`config.mk`:
```
export PLATFORM = sky130hd
export DESIGN_NAME = ising_axi
export DESIGN_NICKNAME = d
export VERILOG_FILES = /design/src/rtl/ising_pkg.sv /design/src/rtl/ising_cfg_if.sv /design/src/rtl/ising_anneal_ctrl.sv /design/src/rtl/ising_spin_cell.sv /design/src/rtl/ising_core.sv /design/src/rtl/ising_regs.sv /design/src/rtl/ising_axi.sv
export SDC_FILE = /design/constraint.sdc
export NUM_CORES = 1
export LEC_CHECK = 0
export ABC_AREA = 1
export BUFFER_PORTS_ARGS = -buffer_cell sky130_fd_sc_hd__clkbuf_2
export CELL_PAD_IN_SITES_DETAIL_PLACEMENT = 0
export CELL_PAD_IN_SITES_GLOBAL_PLACEMENT = 1
export CORE_ASPECT_RATIO = 0.75
export CORE_UTILIZATION = 35
export DETAILED_ROUTE_END_ITERATION = 16
export HOLD_SLACK_MARGIN = 0.06
export PLACE_DENSITY_LB_ADDON = 0.1
export SKIP_LAST_GASP = 1
export SLEW_MARGIN = 20
export SYNTH_ARGS = -nofsm -noshare
export SYNTH_HDL_FRONTEND = slang
export SYNTH_SLANG_ARGS = --single-unit
```
`constraint.sdc`:
```
create_clock -name clk -period 3.1 [get_ports clk]
set_clock_uncertainty 0.05 [all_clocks]
set_input_delay 0.62 -clock clk [delete_from_list [all_inputs] [get_ports clk]]
set_output_delay 0.62 -clock clk [all_outputs]
set_load 0.02 [all_outputs]
```
`src/rtl/ising_pkg.sv`:
```
// ----------------------------------------
// Shared sizes, register map, weight coding
// and noise LFSR constants.
// ----------------------------------------
`default_nettype none

package ising_pkg;

    localparam int N           = 3;
    // the number of weight levels must be odd so that zero has its own bit.
    localparam int NUM_WEIGHTS = 5;
    localparam int NUM_PAIRS   = N * (N - 1) / 2;
    localparam int WEIGHTS_W   = NUM_PAIRS * NUM_WEIGHTS;
    localparam int FIELD_W     = 4;

    // centre bit of the one-hot field is zero coupling.
    localparam logic [NUM_WEIGHTS-1:0] WEIGHT_RST = NUM_WEIGHTS'(1) << (NUM_WEIGHTS / 2);

    localparam logic [31:0] START_ADDR       = 32'h0000_0500;
    localparam logic [31:0] CTR_CUTOFF_ADDR  = 32'h0000_0600;
    localparam logic [31:0] CTR_MAX_ADDR     = 32'h0000_0700;
    localparam logic [31:0] PHASE_ADDR       = 32'h0000_0800;
    localparam logic [31:0] DONE_ADDR        = 32'h0000_0900;
    localparam logic [31:0] WEIGHT_ADDR_BASE = 32'h0000_1000;
    localparam logic [31:0] UNMAPPED_DATA    = 32'hAAAA_AAAA;

    // taps for x^16 + x^14 + x^13 + x^11 in a register that shifts toward bit 0.
    localparam logic [15:0] LFSR_SEED = 16'hACE1;
    localparam logic [15:0] LFSR_TAPS = 16'h002D;

    // pairs are numbered in lexicographic order: (0,1), (0,2), ... (N-2,N-1).
    function automatic int pair_index(input int j, input int k);
        int a;
        int b;
        a = (j < k) ? j : k;
        b = (j < k) ? k : j;
        return a * N - a * (a + 1) / 2 + b - a - 1;
    endfunction

endpackage

`default_nettype wire

```
`src/rtl/ising_cfg_if.sv`:
```
// ----------------------------------------
// Configuration levels from the register
// block to the annealing core.
// ----------------------------------------
`timescale 1ns/1ps
`default_nettype none

interface ising_cfg_if;

    logic [ising_pkg::WEIGHTS_W-1:0] weights;
    logic [31:0]                     counter_cutoff;
    logic [31:0]                     counter_max;
    // the core stays in its start state while this active-low level is low.
    logic                            run_n;

    modport regs (
        output weights,
        output counter_cutoff,
        output counter_max,
        output run_n
    );

    modport core (
        input weights,
        input counter_cutoff,
        input counter_max,
        input run_n
    );

endinterface

`default_nettype wire

```
`src/rtl/ising_anneal_ctrl.sv`:
```
// ----------------------------------------
// Run counter, round-robin spin select,
// cutoff phase and noise LFSR.
// ----------------------------------------
`timescale 1ns/1ps
`default_nettype none

module ising_anneal_ctrl (
    input  wire                      clk,
    input  wire                      run_n,
    input  wire  [31:0]              counter_cutoff,
    input  wire  [31:0]              counter_max,
    output logic [ising_pkg::N-1:0]  update_sel,
    output logic                     noise_phase,
    output logic                     noise_bit,
    output logic                     done
);

    logic [31:0]             counter;
    logic [ising_pkg::N-1:0] sel;
    logic [15:0]             lfsr;
    logic                    active;
    logic                    feedback;

    assign active      = run_n && (counter < counter_max);
    assign noise_phase = counter < counter_cutoff;
    assign noise_bit   = lfsr[0];
    assign update_sel  = active ? sel : '0;
    assign feedback    = ^(lfsr & ising_pkg::LFSR_TAPS);

    always_ff @(posedge clk) begin
        if (!run_n) begin
            counter <= 32'b0;
            sel     <= ising_pkg::N'(1);
            lfsr    <= ising_pkg::LFSR_SEED;
            done    <= 1'b0;
        end else if (active) begin
            counter <= counter + 32'd1;
            sel     <= {sel[ising_pkg::N-2:0], sel[ising_pkg::N-1]};
            if (noise_phase) begin
                lfsr <= {feedback, lfsr[15:1]};
            end
            // done comes up on the same edge that the count reaches the limit.
            done <= (counter + 32'd1 == counter_max);
        end else begin
            done <= 1'b1;
        end
    end

endmodule

`default_nettype wire

```
`src/rtl/ising_spin_cell.sv`:
```
// ----------------------------------------
// One spin with its local field and its
// noise or sign update rule.
// ----------------------------------------
`timescale 1ns/1ps
`default_nettype none

module ising_spin_cell #(
    parameter int IDX = 0
) (
    input  wire                                                clk,
    input  wire                                                run_n,
    input  wire                                                update,
    input  wire                                                noise_phase,
    input  wire                                                noise_bit,
    input  wire  [ising_pkg::N-1:0]                            phase,
    input  wire  [(ising_pkg::N-1)*ising_pkg::NUM_WEIGHTS-1:0] weights_row,
    output logic                                               spin
);

    logic signed [ising_pkg::FIELD_W-1:0] field;

    // bit b of the one-hot field means coupling b - NUM_WEIGHTS/2.
    function automatic logic signed [ising_pkg::FIELD_W-1:0] coupling(
        input logic [ising_pkg::NUM_WEIGHTS-1:0] w
    );
        logic signed [ising_pkg::FIELD_W-1:0] c;
        c = '0;
        for (int b = 0; b < ising_pkg::NUM_WEIGHTS; b++) begin
            if (w[b]) begin
                c = ising_pkg::FIELD_W'(b - ising_pkg::NUM_WEIGHTS / 2);
            end
        end
        return c;
    endfunction

    // the row skips this cell's own index, so slot m is spin m or m+1.
    always_comb begin
        logic signed [ising_pkg::FIELD_W-1:0] w;
        int                                   slot;
        field = '0;
        for (int k = 0; k < ising_pkg::N; k++) begin
            if (k != IDX) begin
                slot = (k < IDX) ? k : k - 1;
                w = coupling(weights_row[slot*ising_pkg::NUM_WEIGHTS +: ising_pkg::NUM_WEIGHTS]);
                if (phase[k]) begin
                    field = field + w;
                end else begin
                    field = field - w;
                end
            end
        end
    end

    always_ff @(posedge clk) begin
        if (!run_n) begin
            spin <= 1'b0;
        end else if (update) begin
            if (noise_phase) begin
                spin <= noise_bit;
            end else if (field > 0) begin
                spin <= 1'b1;
            end else if (field < 0) begin
                spin <= 1'b0;
            end
            // a zero field leaves the spin as it is.
        end
    end

endmodule

`default_nettype wire

```
`src/rtl/ising_core.sv`:
```
// ----------------------------------------
// Annealing core: controller plus N spin
// cells forming the phase vector.
// ----------------------------------------
`timescale 1ns/1ps
`default_nettype none

module ising_core (
    input  wire                     clk,
    ising_cfg_if.core               cfg,
    output logic [ising_pkg::N-1:0] phase,
    output logic                    done
);

    logic [ising_pkg::N-1:0] update_sel;
    logic                    noise_phase;
    logic                    noise_bit;

    ising_anneal_ctrl ising_anneal_ctrl_i (
        .clk            (clk),
        .run_n          (cfg.run_n),
        .counter_cutoff (cfg.counter_cutoff),
        .counter_max    (cfg.counter_max),
        .update_sel     (update_sel),
        .noise_phase    (noise_phase),
        .noise_bit      (noise_bit),
        .done           (done)
    );

    for (genvar j = 0; j < ising_pkg::N; j++) begin : g_spin
        logic [(ising_pkg::N-1)*ising_pkg::NUM_WEIGHTS-1:0] row;

        // slot m of spin j holds the pair with spin m, or m+1 past j itself.
        for (genvar m = 0; m < ising_pkg::N - 1; m++) begin : g_slot
            assign row[m*ising_pkg::NUM_WEIGHTS +: ising_pkg::NUM_WEIGHTS] =
                cfg.weights[ising_pkg::pair_index(j, (m < j) ? m : m + 1)
                            * ising_pkg::NUM_WEIGHTS +: ising_pkg::NUM_WEIGHTS];
        end

        ising_spin_cell #(
            .IDX (j)
        ) ising_spin_cell_i (
            .clk         (clk),
            .run_n       (cfg.run_n),
            .update      (update_sel[j]),
            .noise_phase (noise_phase),
            .noise_bit   (noise_bit),
            .phase       (phase),
            .weights_row (row),
            .spin        (phase[j])
        );
    end

endmodule

`default_nettype wire

```
`src/rtl/ising_regs.sv`:
```
// ----------------------------------------
// Register block: write decode, config
// registers and the held read port.
// ----------------------------------------
`timescale 1ns/1ps
`default_nettype none

module ising_regs (
    input  wire                          clk,
    input  wire                          axi_rstn,

    input  wire                          arvalid_q,
    input  wire  [31:0]                  araddr_q,
    input  wire                          rready,
    output logic                         rvalid,
    output logic                         rresp,
    output logic [31:0]                  rdata,

    input  wire                          wready,
    input  wire  [31:0]                  wr_addr,
    input  wire  [31:0]                  wdata,

    input  wire  [ising_pkg::N-1:0]      phase,
    input  wire                          done,

    ising_cfg_if.regs                    cfg
);

    logic [ising_pkg::WEIGHTS_W-1:0] weights;
    logic [31:0]                     counter_cutoff;
    logic [31:0]                     counter_max;
    logic                            run_n;
    logic [31:0]                     rd_value;

    // no error responses are produced.
    assign rresp = 1'b0;

    always_comb begin
        case (araddr_q)
            ising_pkg::PHASE_ADDR: begin
                rd_value = {{(32 - ising_pkg::N){1'b0}}, phase};
            end
            ising_pkg::DONE_ADDR: begin
                rd_value = {31'b0, done};
            end
            default: begin
                rd_value = ising_pkg::UNMAPPED_DATA;
            end
        endcase
    end

    // a request is sampled only when no read is waiting for the host.
    always_ff @(posedge clk) begin
        if (!axi_rstn) begin
            rvalid <= 1'b0;
            rdata  <= 32'b0;
        end else if (rvalid && rready) begin
            rvalid <= 1'b0;
            rdata  <= 32'b0;
        end else if (arvalid_q && !rvalid) begin
            rvalid <= 1'b1;
            rdata  <= rd_value;
        end
    end

    always_ff @(posedge clk) begin
        if (!axi_rstn) begin
            counter_cutoff <= 32'b0;
            counter_max    <= 32'b0;
            run_n          <= 1'b0;
            weights        <= {ising_pkg::NUM_PAIRS{ising_pkg::WEIGHT_RST}};
        end else if (wready) begin
            if (wr_addr == ising_pkg::CTR_CUTOFF_ADDR) begin
                counter_cutoff <= wdata;
            end
            if (wr_addr == ising_pkg::CTR_MAX_ADDR) begin
                counter_max <= wdata;
            end
            if (wr_addr == ising_pkg::START_ADDR) begin
                run_n <= wdata[0];
            end
            // each pair owns one word, 32 bytes apart.
            for (int i = 0; i < ising_pkg::NUM_PAIRS; i++) begin
                if (wr_addr == ising_pkg::WEIGHT_ADDR_BASE + 32'(32 * i)) begin
                    weights[i*ising_pkg::NUM_WEIGHTS +: ising_pkg::NUM_WEIGHTS] <=
                        wdata[ising_pkg::NUM_WEIGHTS-1:0];
                end
            end
        end
    end

    assign cfg.weights        = weights;
    assign cfg.counter_cutoff = counter_cutoff;
    assign cfg.counter_max    = counter_max;
    assign cfg.run_n          = run_n;

endmodule

`default_nettype wire

```
`src/rtl/ising_axi.sv`:
```
// ----------------------------------------
// Top level: register port beside the
// annealing core it steers.
// ----------------------------------------
`timescale 1ns/1ps
`default_nettype none

module ising_axi (
    input  wire         clk,
    input  wire         axi_rstn,

    input  wire         arvalid_q,
    input  wire  [31:0] araddr_q,
    input  wire         rready,
    output logic        rvalid,
    output logic        rresp,
    output logic [31:0] rdata,

    input  wire         wready,
    input  wire  [31:0] wr_addr,
    input  wire  [31:0] wdata
);

    logic [ising_pkg::N-1:0] phase;
    logic                    done;

    ising_cfg_if cfg_if ();

    ising_regs ising_regs_i (
        .clk       (clk),
        .axi_rstn  (axi_rstn),
        .arvalid_q (arvalid_q),
        .araddr_q  (araddr_q),
        .rready    (rready),
        .rvalid    (rvalid),
        .rresp     (rresp),
        .rdata     (rdata),
        .wready    (wready),
        .wr_addr   (wr_addr),
        .wdata     (wdata),
        .phase     (phase),
        .done      (done),
        .cfg       (cfg_if.regs)
    );

    ising_core ising_core_i (
        .clk   (clk),
        .cfg   (cfg_if.core),
        .phase (phase),
        .done  (done)
    );

endmodule

`default_nettype wire

```
==> metrics <==
Post-synth EDFFs=0; dominant cells by area after synthesis=dfxtp_1 (30%), nand2_1 (12%), ha_1 (10%); #FFs+latches synth=140; synthesized cell area=between 9000 and 10,000 µm²; CP Buf/Inv Count=5; Root Buffer=clkbuf_16; final setup fails=0; Power, Total=~4.2 mW; GRT Util Overall=19.03%; cell at the slowest stage of the critical path=fa_1; Crit Path Max Fanout=4; Final Cycle Share=~87%; H-tree depth=4; area grow syn2layout=15.34%; Core Region=roughly 26,000 µm²; cells after synthesis=1,376; Routed Antenna Nets=0; cts repair resizes=0; Vias/cell=between 4 and 5; Seq/Total Area, Yosys=about 30%; Switch Pwr=approximately 0.99 mW; # DRC=0; Placement Rows=51; DIE AREA=27,460 µm²; Setup TNS Final=0 ns; IO Port Bufs=119; Slew @ Worst Pin=0.6052 ns; slew margin rel.=59.65%; Fillers=2,849; share of the synthesized area in the top cell type=29.88%; TritonCTS clock tree=built; WP data required=3.41 ns; sequential power share=42.7%; fraction of power consumed by combinational cells=approximately 4.5%; count leader, synth=nand2_1; Die Width=about 190 µm; global route overflow=0; I/O pin count=roughly 140; vias=around 8,500; Max Slew Vio Count=0; fin nets=1,657; Tmin final=approximately 2.7 ns; Power Density=between 300 and 400 nW/µm²; DP Wirelength=~20,000 µm; antenna cells=0; worst hold path class=input port to register; endpoint class of the critical path=register; CTS Buf Count=17; gpl congestion=roughly 0.85; Worst-Skew Late Latency=0.43 ns; clock sink count=between 100 and 150; critical path class=register to register; Initial Util=between 30% and 40%; layout cell share with drive strength beyond 1=~14%; post-CTS setup buffer count=0; die height=143.8 µm; clk slew on worst S/H paths=~0.060 ns; hold-fix buffers at CTS=0; worst ir drop on vdd=between 300 and 400 µV; Pint=about 3.2 mW; drt first pass iters=5; Fmax=370.9 MHz; Leak Pwr=around 4.8 nW; top post-synthesis cells by count=nand2_1 (300), inv_1 (218), nor2_1 (171); Yosys Warn Count=0; synthesized area per cell=6.816 µm²; WP data arrival=3.00 ns; final wirelength=around 25,000 µm; RSZ-0062 raised after global routing=false; drt wl/cell=around 14 µm; ys async rst share=0%; distinct cell type count after synthesis=45; DRT iter0 DRCs=between 400 and 500; largest net degree at the start of global routing=65; initial antenna violation count=0; dominant synthesized flop cell=dfxtp_1; CP cell instances=inv_1 -> nand2_1 -> a21oi_1 -> inv_1 -> ha_1 -> inv_1 -> o21ai_0 -> inv_1 -> fa_1 -> nor2_1 -> nor2_1 -> and3_1 -> inv_1 -> nor2_1 -> nand2_1 -> nand2_1 -> nand2_1 -> nand2_1 -> nor2_1; CP top delay family=simple AND/OR/NAND/NOR gates; CP max stage delay=between 0.4 and 0.5 ns; final hold vios=0; maximum clock path buffer count=2; vias in the first global route=slightly below 8,000; status=finished clean; clock power share=52.8%; first-pass GRT wire length=between 40,000 and 50,000 µm; leading area contributor after synthesis=dfxtp_1; crit path launch type=register; switching share of power=a little under a quarter; Max-Cap Viols=0
## cell usage in the layout (no fill, tap or decap), types with 8 or more instances in the layout
cell	instances
nand2_2	8
dfxtp_1	140
nand4_1	18
nor2_1	171
xor2_1	10
nor2_4	8
a211oi_1	66
clkbuf_16	17
o21ai_0	52
nand3_1	77
nor3_1	8
nand2_1	300
conb_1	15
a21oi_1	57
ha_1	76
clkbuf_2	119
o21ai_1	21
inv_1	217
o22ai_1	20
## state kept, by name (all words and copies together), names as in the netlist
signal,count
ising_core_i.ising_anneal_ctrl_i.counter,32
ising_regs_i.rvalid,1
ising_regs_i.cfg.counter_max,32
ising_core_i.ising_anneal_ctrl_i.sel,3
ising_regs_i.rdata,4
ising_regs_i.cfg.run_n,1
ising_regs_i.cfg.counter_cutoff,32
ising_core_i.ising_anneal_ctrl_i.done,1
ising_core_i.ising_anneal_ctrl_i.lfsr,16
ising_core_i.g_spin.ising_spin_cell_i.spin,3
ising_regs_i.cfg.weights,15
## cell families after synthesis
kind of cell / Yosys count / synth area share [%]
flops: 140 / 29.88
other cells: 1 / 0.03998
fa+ha+maj: 79 / 10.78
compound gates: 225 / 14.30
xor+xnor: 17 / 2.175
simple gates: 626 / 29.62
buf+inv: 288 / 13.21
## power groups by stage
stage | clock [mW] | sequential (mW) | combinational (mW)
after floorplan | 0 | 1.85 | 0.121
after global placement | 0 | 1.85 | 0.195
after detailed placement | 0 | 1.85 | 0.194
after CTS | 2.30 | 1.81 | 0.194
after global routing | 2.37 | 1.81 | 0.214
final | 2.23 | 1.81 | 0.192
## stage by stage
step           instances  setup slack (ns)  cell area [µm²]  hold slack [ns]  util [%]
2_1_floorplan       1390            0.6634             9432           0.3849         -
3_3_place_gp        1802            0.4250            10180           0.3995     38.92
3_5_place_dp        1802            0.3706            10180           0.4054     38.92
4_1_cts             1834            0.3558            10820           0.3577     41.35
5_1_grt             1834           0.02734            10820           0.3710     41.35
6_report            1834            0.4041            10820           0.3790     41.35
## area by class of cell
class | count | area, µm² | share of cell area, %
clock inverter | 14 | 195.2 | 1.804
tap | 344 | 430.4 | 3.979
inverter | 227 | 852.1 | 7.876
multi-input combinational | 962 | 5390 | 49.83
clock buffer | 18 | 439.2 | 4.060
timing repair buffer | 129 | 708.2 | 6.546
sequential | 140 | 2803 | 25.91
## worst reg2reg max path: cells and delay by family, from the launching register on
kind | cells | cell delay, ns
buffers and inverters | 5 | 0.37
AND/OR/NAND/NOR | 10 | 0.72
adder cells (fa/ha/maj) | 2 | 0.71
flip-flops | 1 | 0.30
AO/OA/AOI/OAI | 2 | 0.46
## per-layer routing
layer / track usage (%) / up-vias / part of all wire (%) / wire [µm]
met1: 29.77 / 3625 / 57 / 14360
met2: 25.84 / 175 / 38 / 9500
met3: 3.590 / 21 / 4.4 / 1107
met4: 4.589 / 0 / 1.1 / 274
li1: - / 4649 / - / -
met5: 0 / - / 0 / 0
## path summary, 6_finish.rpt
kind / start / endpoint / slack [ns] / cells past startpoint
hold reg to reg: ising_core_i.ising_anneal_ctrl_i.lfsr[4] / ising_core_i.ising_anneal_ctrl_i.lfsr[3] / 0.42 / 2
setup / recovery: ising_regs_i.cfg.weights[7] / ising_core_i.g_spin[2].ising_spin_cell_i.spin / 0.40 / 19
hold / removal: arvalid_q / ising_regs_i.rvalid / 0.38 / 3
setup reg to reg: ising_regs_i.cfg.weights[7] / ising_core_i.g_spin[2].ising_spin_cell_i.spin / 0.40 / 19
Power figures use the tool's default switching activity.
